`src/cpu_pkg.sv`:
```
package cpu_pkg;

	//////////////////////////////////////////////////
	// Bus widths
	//////////////////////////////////////////////////

	localparam int word_width     = 32;  // Instruction and PC width
	localparam int alu_op_width   = 4;   // Low field of the execute bus
	localparam int exec_bus_width = 7;
	localparam int mem_bus_width  = 3;
	localparam int wb_bus_width   = 2;

	// Execute bus bit positions, ALU op sits in 3:0
	localparam int exec_alu_src    = 4;
	localparam int exec_reg_dst    = 5;
	localparam int exec_shamt_flag = 6;

	// Memory bus bit positions
	localparam int mem_write_bit   = 0;
	localparam int mem_read_bit    = 1;
	localparam int mem_branch_bit  = 2;

	// Write-back bus bit positions
	localparam int wb_mem_to_reg   = 0;
	localparam int wb_reg_write    = 1;

	//////////////////////////////////////////////////
	// Encodings
	//////////////////////////////////////////////////

	typedef enum logic [alu_op_width-1:0] {
		alu_sll  = 4'd0,
		alu_srl  = 4'd1,
		alu_sra  = 4'd2,
		alu_add  = 4'd3,
		alu_and  = 4'd4,
		alu_or   = 4'd5,
		alu_xor  = 4'd6,
		alu_nor  = 4'd7,
		alu_sub  = 4'd8,
		alu_slt  = 4'd9,
		alu_none = 4'd15   // No operation
	} alu_op_e;

	localparam alu_op_e alu_lui = alu_sll;  // LUI shares code 0 with sll

	// Major opcode class, opcode bits 5:3
	typedef enum logic [2:0] {
		class_special   = 3'b000,  // R-type, branches, jumps
		class_immediate = 3'b001,
		class_load      = 3'b100,
		class_store     = 3'b101
	} op_class_e;

	localparam logic [word_width-1:0] nop_word = '0;  // Bubble instruction

endpackage

```
`src/fetch_if.sv`:
```
`timescale 1ns/1ps

// IF/ID slot as seen by the decode side
interface fetch_if import cpu_pkg::*; ();

	logic [word_width-1:0] instr;  // Fetched word, nop_word in a bubble
	logic [word_width-1:0] pc;     // Address of instr
	logic                  nop;    // Slot holds a bubble

	// Buffer side
	modport driver (
		output instr,
		output pc,
		output nop
	);

	// Decoder and ID/EX register
	modport decode (
		input instr,
		input pc,
		input nop
	);

endinterface

```
`src/pc_unit.sv`:
```
`timescale 1ns/1ps

module pc_unit import cpu_pkg::*; #(
	parameter logic [word_width-1:0] reset_pc = '0
)(
	input  logic                  clk,
	input  logic                  arst_n,
	input  logic                  instr_valid,  // Word offered this cycle
	input  logic                  stall,        // Decode side full
	input  logic                  redirect,     // One-cycle flush pulse
	input  logic [word_width-1:0] redirect_pc,
	output logic [word_width-1:0] pc
);

	logic accept;  // Fetch taken this edge
	logic [word_width-1:0] pc_next;

	assign accept = instr_valid && !stall;

	//////////////////////////////////////////////////
	// Next address
	//////////////////////////////////////////////////

	always_comb
	begin
		pc_next = pc;  // Hold by default
		if (redirect)
		begin
			pc_next = redirect_pc;  // Redirect wins over stepping
		end
		else if (accept)
		begin
			pc_next = pc + word_width'(4);  // One word per fetch
		end
	end

	//////////////////////////////////////////////////
	// Fetch address register
	//////////////////////////////////////////////////

	always_ff @(posedge clk or negedge arst_n)
	begin
		if (!arst_n)
		begin
			pc <= reset_pc;
		end
		else
		begin
			pc <= pc_next;
		end
	end

endmodule

```
`src/if_id_buffer.sv`:
```
`timescale 1ns/1ps

module if_id_buffer import cpu_pkg::*; (
	input  logic                  clk,
	input  logic                  arst_n,
	input  logic                  instr_valid,  // Strobe for instr
	input  logic [word_width-1:0] instr,
	input  logic [word_width-1:0] pc,           // Address of instr
	input  logic                  stall,        // Hold the slot
	input  logic                  redirect,     // Flush the slot
	fetch_if.driver               fetch
);

	logic accept;  // Same condition the PC unit steps on

	assign accept = instr_valid && !stall && !redirect;

	//////////////////////////////////////////////////
	// Slot contents and bubble marker
	//////////////////////////////////////////////////

	always_ff @(posedge clk or negedge arst_n)
	begin
		if (!arst_n)
		begin
			fetch.instr <= nop_word;  // Start empty
			fetch.nop   <= 1'b1;
		end
		else if (redirect)
		begin
			fetch.instr <= nop_word;  // Wrong-path word dropped
			fetch.nop   <= 1'b1;
		end
		else if (stall)
		begin
			fetch.instr <= fetch.instr;  // Keep word until decode frees up
			fetch.nop   <= fetch.nop;
		end
		else if (instr_valid)
		begin
			fetch.instr <= instr;
			fetch.nop   <= 1'b0;
		end
		else
		begin
			// Nothing offered, slot goes empty
			fetch.instr <= nop_word;
			fetch.nop   <= 1'b1;
		end
	end

	// Address travels with its word
	always_ff @(posedge clk)
	begin
		if (accept)
		begin
			fetch.pc <= pc;
		end
	end

endmodule

```
`src/decoder.sv`:
```
`timescale 1ns/1ps

module decoder import cpu_pkg::*; (
	fetch_if.decode                     fetch,
	output logic [exec_bus_width-1:0]   execute_bus,
	output logic [mem_bus_width-1:0]    memory_bus,
	output logic [wb_bus_width-1:0]     wb_bus
);

	logic [5:0] opcode;
	logic [5:0] funct;
	op_class_e  op_class;

	// Individual control bits before packing
	alu_op_e alu_op;
	logic    alu_src;      // Immediate operand
	logic    reg_dst;      // 1 writes rd, 0 writes rt
	logic    shamt_flag;   // Shift amount or offset path
	logic    mem_write;
	logic    mem_read;
	logic    branch_flag;  // Branch or jump
	logic    mem_to_reg;   // Write back load data
	logic    reg_write;

	assign opcode   = fetch.instr[31:26];
	assign funct    = fetch.instr[5:0];
	assign op_class = op_class_e'(opcode[5:3]);

	//////////////////////////////////////////////////
	// Control rules
	//////////////////////////////////////////////////

	always_comb
	begin
		// Everything off unless a class turns it on
		alu_op      = alu_none;
		alu_src     = 1'b0;
		reg_dst     = 1'b0;
		shamt_flag  = 1'b0;
		mem_write   = 1'b0;
		mem_read    = 1'b0;
		branch_flag = 1'b0;
		mem_to_reg  = 1'b0;
		reg_write   = 1'b0;

		case (op_class)
			class_special:
			begin
				reg_dst = 1'b1;  // Result to rd
				case (opcode[2:0])
					3'b000:  // R-type
					begin
						case (funct)
							6'b000000:
							begin
								alu_op     = alu_sll;
								shamt_flag = 1'b1;  // Shift by shamt
							end
							6'b000010:
							begin
								alu_op     = alu_srl;
								shamt_flag = 1'b1;
							end
							6'b000011:
							begin
								alu_op     = alu_sra;
								shamt_flag = 1'b1;
							end
							6'b000100: alu_op = alu_sll;  // Variable shifts
							6'b000110: alu_op = alu_srl;
							6'b000111: alu_op = alu_sra;
							6'b100001: alu_op = alu_add;  // addu
							6'b100011: alu_op = alu_sub;  // subu
							6'b100100: alu_op = alu_and;
							6'b100101: alu_op = alu_or;
							6'b100110: alu_op = alu_xor;
							6'b100111: alu_op = alu_nor;
							6'b101010: alu_op = alu_slt;
							default:   alu_op = alu_none;
						endcase
						reg_write = !fetch.nop;  // Bubble writes nothing
						if (funct == 6'b001000 || funct == 6'b001001)
						begin
							reg_write = 1'b0;  // jr and jalr
						end
					end
					default:
					begin
						branch_flag = 1'b1;  // beq, bne and jumps take the PC path
					end
				endcase
			end
			class_load,
			class_store:
			begin
				alu_op     = alu_add;  // Base plus offset
				alu_src    = 1'b1;
				shamt_flag = 1'b1;
				if (op_class == class_store)
				begin
					mem_write = 1'b1;
				end
				else
				begin
					mem_read   = 1'b1;
					mem_to_reg = 1'b1;  // Load data to rt
					reg_write  = 1'b1;
				end
			end
			class_immediate:
			begin
				case (opcode[2:0])
					3'b000:  alu_op = alu_add;
					3'b010:  alu_op = alu_slt;
					3'b100:  alu_op = alu_and;
					3'b101:  alu_op = alu_or;
					3'b110:  alu_op = alu_xor;
					3'b111:  alu_op = alu_lui;
					default: alu_op = alu_none;
				endcase
				alu_src   = 1'b1;  // Immediate operand, result to rt
				reg_write = 1'b1;
			end
			default:
			begin
				alu_op = alu_none;  // Unknown class stays idle
			end
		endcase
	end

	//////////////////////////////////////////////////
	// Bus packing
	//////////////////////////////////////////////////

	always_comb
	begin
		execute_bus                     = '0;
		execute_bus[alu_op_width-1:0]   = alu_op;
		execute_bus[exec_alu_src]       = alu_src;
		execute_bus[exec_reg_dst]       = reg_dst;
		execute_bus[exec_shamt_flag]    = shamt_flag;
		memory_bus                      = '0;
		memory_bus[mem_write_bit]       = mem_write;
		memory_bus[mem_read_bit]        = mem_read;
		memory_bus[mem_branch_bit]      = branch_flag;
		wb_bus                          = '0;
		wb_bus[wb_mem_to_reg]           = mem_to_reg;
		wb_bus[wb_reg_write]            = reg_write;
	end

endmodule

```
`src/id_ex_register.sv`:
```
`timescale 1ns/1ps

module id_ex_register import cpu_pkg::*; (
	input  logic                      clk,
	input  logic                      arst_n,
	input  logic                      stall,        // Feed a bubble onward
	fetch_if.decode                   fetch,
	input  logic [exec_bus_width-1:0] execute_bus,
	input  logic [mem_bus_width-1:0]  memory_bus,
	input  logic [wb_bus_width-1:0]   wb_bus,
	output logic                      ex_valid,
	output alu_op_e                   ex_alu_op,
	output logic                      ex_alu_src,
	output logic                      ex_reg_dst,
	output logic                      ex_shamt,
	output logic                      ex_mem_read,
	output logic                      ex_mem_write,
	output logic                      ex_branch,
	output logic                      ex_mem_to_reg,
	output logic                      ex_reg_write,
	output logic [4:0]                ex_rs,
	output logic [4:0]                ex_rt,
	output logic [4:0]                ex_rd,
	output logic [word_width-1:0]     ex_imm,
	output logic [word_width-1:0]     ex_pc
);

	logic bubble;

	assign bubble = stall || fetch.nop;  // No live word this edge

	//////////////////////////////////////////////////
	// Control fields
	//////////////////////////////////////////////////

	always_ff @(posedge clk or negedge arst_n)
	begin
		if (!arst_n)
		begin
			ex_valid      <= 1'b0;
			ex_alu_op     <= alu_none;
			ex_alu_src    <= 1'b0;
			ex_reg_dst    <= 1'b0;
			ex_shamt      <= 1'b0;
			ex_mem_read   <= 1'b0;
			ex_mem_write  <= 1'b0;
			ex_branch     <= 1'b0;
			ex_mem_to_reg <= 1'b0;
			ex_reg_write  <= 1'b0;
		end
		else if (bubble)
		begin
			ex_valid      <= 1'b0;
			ex_alu_op     <= alu_none;  // Idle ALU
			ex_alu_src    <= 1'b0;
			ex_reg_dst    <= 1'b0;
			ex_shamt      <= 1'b0;
			ex_mem_read   <= 1'b0;
			ex_mem_write  <= 1'b0;
			ex_branch     <= 1'b0;
			ex_mem_to_reg <= 1'b0;
			ex_reg_write  <= 1'b0;
		end
		else
		begin
			ex_valid      <= 1'b1;
			ex_alu_op     <= alu_op_e'(execute_bus[alu_op_width-1:0]);
			ex_alu_src    <= execute_bus[exec_alu_src];
			ex_reg_dst    <= execute_bus[exec_reg_dst];
			ex_shamt      <= execute_bus[exec_shamt_flag];
			ex_mem_read   <= memory_bus[mem_read_bit];
			ex_mem_write  <= memory_bus[mem_write_bit];
			ex_branch     <= memory_bus[mem_branch_bit];
			ex_mem_to_reg <= wb_bus[wb_mem_to_reg];
			ex_reg_write  <= wb_bus[wb_reg_write];
		end
	end

	// Operand fields, meaningful only with ex_valid
	always_ff @(posedge clk)
	begin
		ex_rs  <= fetch.instr[25:21];
		ex_rt  <= fetch.instr[20:16];
		ex_rd  <= fetch.instr[15:11];
		ex_imm <= {{(word_width-16){fetch.instr[15]}}, fetch.instr[15:0]};  // Sign extend
		ex_pc  <= fetch.pc;
	end

endmodule

```
`src/decode_stage.sv`:
```
`timescale 1ns/1ps

module decode_stage import cpu_pkg::*; #(
	parameter logic [word_width-1:0] reset_pc = '0  // First fetch address
)(
	input  logic                  clk,
	input  logic                  arst_n,
	input  logic                  instr_valid,
	input  logic [word_width-1:0] instr,
	input  logic                  stall,
	input  logic                  redirect,
	input  logic [word_width-1:0] redirect_pc,
	output logic                  ex_valid,
	output alu_op_e               ex_alu_op,
	output logic                  ex_alu_src,
	output logic                  ex_reg_dst,
	output logic                  ex_shamt,
	output logic                  ex_mem_read,
	output logic                  ex_mem_write,
	output logic                  ex_branch,
	output logic                  ex_mem_to_reg,
	output logic                  ex_reg_write,
	output logic [4:0]            ex_rs,
	output logic [4:0]            ex_rt,
	output logic [4:0]            ex_rd,
	output logic [word_width-1:0] ex_imm,
	output logic [word_width-1:0] ex_pc
);

	logic [word_width-1:0]     pc;           // Current fetch address
	logic [exec_bus_width-1:0] execute_bus;
	logic [mem_bus_width-1:0]  memory_bus;
	logic [wb_bus_width-1:0]   wb_bus;

	fetch_if fetch ();  // IF/ID slot

	pc_unit #(
		.reset_pc (reset_pc)
	) u_pc_unit (
		.clk         (clk),
		.arst_n      (arst_n),
		.instr_valid (instr_valid),
		.stall       (stall),
		.redirect    (redirect),
		.redirect_pc (redirect_pc),
		.pc          (pc)
	);

	if_id_buffer u_if_id_buffer (
		.clk         (clk),
		.arst_n      (arst_n),
		.instr_valid (instr_valid),
		.instr       (instr),
		.pc          (pc),
		.stall       (stall),
		.redirect    (redirect),
		.fetch       (fetch.driver)
	);

	decoder u_decoder (
		.fetch       (fetch.decode),
		.execute_bus (execute_bus),
		.memory_bus  (memory_bus),
		.wb_bus      (wb_bus)
	);

	id_ex_register u_id_ex_register (
		.clk           (clk),
		.arst_n        (arst_n),
		.stall         (stall),
		.fetch         (fetch.decode),
		.execute_bus   (execute_bus),
		.memory_bus    (memory_bus),
		.wb_bus        (wb_bus),
		.ex_valid      (ex_valid),
		.ex_alu_op     (ex_alu_op),
		.ex_alu_src    (ex_alu_src),
		.ex_reg_dst    (ex_reg_dst),
		.ex_shamt      (ex_shamt),
		.ex_mem_read   (ex_mem_read),
		.ex_mem_write  (ex_mem_write),
		.ex_branch     (ex_branch),
		.ex_mem_to_reg (ex_mem_to_reg),
		.ex_reg_write  (ex_reg_write),
		.ex_rs         (ex_rs),
		.ex_rt         (ex_rt),
		.ex_rd         (ex_rd),
		.ex_imm        (ex_imm),
		.ex_pc         (ex_pc)
	);

endmodule

```
`config.mk`:
```
export PLATFORM = sky130hd
export DESIGN_NAME = decode_stage
export DESIGN_NICKNAME = d
export VERILOG_FILES = /design/src/cpu_pkg.sv /design/src/fetch_if.sv /design/src/pc_unit.sv /design/src/if_id_buffer.sv /design/src/decoder.sv /design/src/id_ex_register.sv /design/src/decode_stage.sv
export SDC_FILE = /design/constraint.sdc
export NUM_CORES = 1
export LEC_CHECK = 0
export BUFFER_PORTS_ARGS = -buffer_cell sky130_fd_sc_hd__buf_2
export CORE_MARGIN = 5
export CORE_UTILIZATION = 50
export DETAILED_ROUTE_END_ITERATION = 12
export PLACE_DENSITY = 0.88
export REMOVE_ABC_BUFFERS = 1
export SLEW_MARGIN = 25
export SYNTH_ARGS = -nofsm -noshare
export SYNTH_HDL_FRONTEND = slang
export SYNTH_SLANG_ARGS = --single-unit
```
`constraint.sdc`:
```
create_clock -name clk -period 5.1 [get_ports clk]
set_input_delay 0.765 -clock clk [delete_from_list [all_inputs] [get_ports clk]]
set_output_delay 0.765 -clock clk [all_outputs]
set_load 0.03 [all_outputs]
```
**Yosys cells after proc, flatten, opt, wreduce, memory -nomap -nowiden**

Cells that the tools add are included.

- $add $sub $neg: 1
- Reductions and logical operators: 17
- Equality and inequality tests: 23
- Multiplexer cells: 35

Operators by type and width:

| operator | number |
|---|---|
| $mux W32 | 5 |
| $eq A6 B6 Y1 const B | 7 |
| $pmux W4 S10 | 1 |
| $add A32 B3 Y32 const B | 1 |
| $pmux W4 S6 | 1 |
| $mux W1 | 23 |
| $eq A3 B3 Y1 const B | 6 |
| $eq A6 B3 Y1 const B | 3 |
| $eq A6 B2 Y1 const B | 2 |
| $eq A6 B4 Y1 const B | 2 |
| $pmux W4 S3 | 1 |
| $mux W4 | 2 |
| $reduce_or A2 Y1 | 4 |
| $logic_not A3 Y1 | 2 |
| $logic_not A6 Y1 | 1 |
| $reduce_or A3 Y1 | 2 |
| $eq A3 B1 Y1 const B | 1 |
| $eq A3 B2 Y1 const B | 1 |
| $logic_not A1 Y1 | 3 |
| $pmux W1 S3 | 1 |
| $logic_and A1 B1 Y1 | 2 |
| $logic_or A1 B1 Y1 | 2 |
| $ne A2 B1 Y1 const B | 1 |
| $pmux W1 S2 | 1 |
| $reduce_bool A2 Y1 | 1 |

- Logic and storage cells: 94
- Bits in registers: 172
- Output and inout bits: 92
- Input bits: 69

**Logic depth before layout (Yosys ltp)**

- Depth after elaboration: 6
- Depth in mapped cells: 8

**Modules after synthesis**

Synthesis repeated with hierarchy kept, for this count alone.

- Cells, all modules: 500
- Area, all modules: 6341.1 um^2

By module, submodules not included:

| module | area an instance (um^2) | cells each | instances |
|---|---|---|---|
| if_id_buffer | 2242.2 | 115 | 1 |
| pc_unit | 1891.8 | 210 | 1 |
| id_ex_register | 1757.9 | 107 | 1 |
| decoder | 449.2 | 68 | 1 |

**Worst setup path after synthesis**

OpenSTA, ideal clock, no wires.

- Path type: input port to flip-flop
- Start: input stall
- End: register u_if_id_buffer.fetch.pc[0] (enable)
- Arrival time: 2.490 ns
- Stages on the path: 4
- Library setup time: 0.409 ns
- Buffers on the path: 2
- Data required time: 4.691 ns
- Setup slack: 2.201 ns
- Cell sequence: buf_2 -> nand2b_1 -> nor2_1 -> clkbuf_1

- Cells in the longest elaborated chain, start to end: 3

Ends and longest elaborated chain:

| item | line | RTL |
|---|---|---|
| start, declared | decode_stage.sv:10 | `input logic stall,` |
| $logic_not A1 Y1 | if_id_buffer.sv:16 | `assign accept = instr_valid && !stall && !redirect;` |
| $logic_and A1 B1 Y1 (2 in series) | if_id_buffer.sv:16 |  |
| named net u_if_id_buffer.accept | if_id_buffer.sv:14 | `logic accept;` |
| end, declared | fetch_if.sv:13 | `output pc,` |

The timed path passes the listed nets, and every way through them passes these cells.
A chain may end at the register's enable or synchronous reset.

**Final worst setup path**

- Start: input stall
- End: register u_pc_unit.pc[26]

- Cells in the longest elaborated chain, start to end: 3

Ends and longest elaborated chain:

| item | line | RTL |
|---|---|---|
| $logic_not A1 Y1 | pc_unit.sv:18 | `assign accept = instr_valid && !stall;` |
| $logic_and A1 B1 Y1 | pc_unit.sv:18 |  |
| $reduce_bool A2 Y1 (no line) | -- |  |
| end signal, assigned | pc_unit.sv:45 | `pc <= reset_pc;` |
| end signal, assigned | pc_unit.sv:49 | `pc <= pc_next;` |
| end, declared | pc_unit.sv:12 | `output logic [word_width-1:0] pc` |

No other way between the ends.

==> metrics.md <==
| Metric | Value |
|---|---|
| Core area | `12,000 µm²` |
| Die height | `120 µm` |
| CTS tree | `yes` |
| Post-Syn Area | `6070 µm²` |
| Clock latency on the worst-skew pair | `420 ps` |
| Post-DP Area | `between 6000 and 7000 µm²` |
| TritonRoute pass-1 iters | `5` |
| Antenna-violating nets left | `0` |
| Final worst slack | `2810 ps` |
| Hold Crit Class | `flop to flop` |
| Max Cap Viol | `0` |
| Hold path depth | `0` |
| Status | `finished clean` |
| EDFF count, synth | `32` |
| Final Hold Fails | `0` |
| Initial DRC count | `341` |
| Initial antenna violation count | `1` |
| Unrepaired setup endpoints after global routing | `no` |
| Final Max Slew Viols | `0` |
| Yosys reg bits | `about 170` |
| Slew margin rel. | `slightly below 50%` |
| Core Util, Final | `61.8%` |
| Setup crit start kind | `input pin` |
| Post-synth cell types | `54` |
| PD cells | `397 nW/µm²` |
| Synth top area share | `29.7%` |
| Crit Path Class | `input pin to flop` |
| Most frequent cells in the layout | `buf_2, dfrtp_1, dfxtp_1` |
| Area grow syn2layout | `21.8%` |
| Initial core utilization | `50.8%` |
| Largest net degree at the start of global routing | `78` |
| First-pass GRT wire length | `22.2 mm` |
| Final TNS setup | `0 ps` |
| CTS H-Tree Depth | `4` |
| # nets final | `690` |
| Vias in the first global route | `4,436` |
| Setup violations, final | `0` |
| Peak supply drop | `208 µV` |
| CTS max path bufs | `2` |
| Async SR Flop Fraction | `between 40% and 50%` |
| Tcrit/Tclk final | `44.8%` |
| Minimum clock period | `2290 ps` |
| Ratio of cells with drive above 1 in the final layout | `33.3%` |
| Fin Hold WS | `336 ps` |
| Routed length per instance | `17.5 µm` |
| Worst Path Arrival | `2610 ps` |
| R2R depth | `4` |
| Min-Delay Startpoint | `u_if_id_buffer.fetch.pc[6]` |
| Critical Path End Type | `flop` |
| Clock Sinks | `~170` |
| Critical Path RT | `5430 ps` |
| Post-Synthesis Cells | `just under 500` |
| # Post-CTS Setup Buffers | `0` |
| Most area-consuming cells after synthesis | `dfrtp_1, dfxtp_1, edfxtp_1` |
| Gr ovfl total | `0` |
| Avg Cell Area, Syn | `12.4 µm²` |
| Post-Route WL | `roughly 14 mm` |
| DP HPWL | `9.35 mm` |
| Setup slack, reg-to-reg | `about 2900 ps` |
| Critical-path maximum fanout | `25` |
| Cell taking the most area after synthesis | `dfrtp_1` |
| Slew @ Worst Pin | `about 760 ps` |
| Final non-filler cell area | `7390 µm²` |
| Fmax achieved | `approximately 0.44 GHz` |
| # IOs | `161` |
| Reg clk slew, reported paths | `approximately 60 ps` |
| Setup slack at placement | `between 2000 and 2500 ps` |
| Main synth FF type | `dfrtp_1` |
| Remaining DRCs | `0` |
| Commonest non-fill, non-tap cell in the layout | `buf_2` |
| Cts repair resizes | `0` |
| Post-CTS Hold Buffers | `0` |
| Die width | `120 µm` |
| Post-synthesis sequential area ratio | `66.8%` |
| Origin of the worst setup path | `stall` |
| Final clock skew | `11.8 ps` |
| Site Rows | `40` |
| Die area | `14,400 µm²` |
| GPL Wtd Cong | `~0.86` |
| Vias per cell | `about 5.7` |
| Synth warn | `0` |
| Clock root buffer | `clkbuf_16` |
| Via count | `~4,400` |
| Total CTS buffers | `17` |
| Port bufs | `160` |
| Leakage | `roughly 3.3 nW` |
| R2R Path Start | `u_pc_unit.pc[9]` |
| Tot GR Track Use | `19.3%` |
-- cell usage after synthesis, types with 6 or more instances --
library cell and number:
nand2b_1 7, edfxtp_1 32, o21ai_0 19, xnor2_1 9
dfxtp_1 58, buf_4 22, nand4_1 10, nor2_1 27
a22o_1 32, or3_1 6, o31ai_1 8, nor4_1 10
a31oi_1 12, dfrtp_1 72, clkbuf_1 23, nor3_1 6
nand2_1 29, nand3_1 20, nor2b_1 6, or4_1 10
-- per-layer routing --
layer,GRT usage [%],routed length [µm],vias up
met1,23.2,5420,2137
met4,7.95,329,0
met3,5.33,923,27
met2,32.7,6960,207
li1,-,-,2047
met5,0,0,-
-- metrics by stage --
step	total power, W	instances
detailed placement	0.00174	748
floorplan	0.00163	438
global route	0.00304	781
finish	0.00293	781
global placement	0.00173	747
CTS	0.00295	780
-- registers in the layout, indices dropped and copies added (netlist names), 4 cells and up --
register,count
u_id_ex_register.ex_rd,4
u_id_ex_register.ex_rt,5
u_id_ex_register.ex_pc,32
u_if_id_buffer.fetch.pc,32
u_id_ex_register.ex_imm,12
u_id_ex_register.ex_alu_op,4
u_pc_unit.pc,32
u_if_id_buffer.fetch.instr,32
u_id_ex_register.ex_rs,5
-- final timing paths --
kind | to
setup / recovery | u_pc_unit.pc[26]
hold / removal | u_id_ex_register.ex_pc[6]
setup reg to reg | u_pc_unit.pc[26]
hold reg to reg | u_id_ex_register.ex_pc[6]
max in group asynchronous | u_pc_unit.pc[26]
min in group asynchronous | u_if_id_buffer.fetch.instr[0]
-- layout make-up --
cell class,count,area [µm²]
repair buffers,163,850
clock inverters,13,120
inverters,6,22.5
multi-input cells,265,1720
clock buffers,19,443
diodes,1,2.50
well taps,147,184
fillers,899,4570
flip-flops and latches,167,4060
-- cell families after synthesis --
group / share of synthesized area (%)
simple gates: 13.7
fa+ha+maj: 0.206
xor+xnor: 1.88
buf+inv: 5.11
flops: 66.8
mux: 0.701
compound gates: 11.6
-- power breakdown --
part / internal, W / switching [W] / total (W)
sequential: 0.00142 / 0.0000604 / 0.00148
clock: 0.000692 / 0.000521 / 0.00121
combinational: 0.0000856 / 0.000152 / 0.000238
total: 0.00220 / 0.000733 / 0.00293
-- critical path, cell delays in order --
cell	delay, ps
buf_2	160
nand3b_1	210
or3_1	640
or4_1	630
a31oi_1	200
Note: power is estimated with default switching activity, not from simulation.
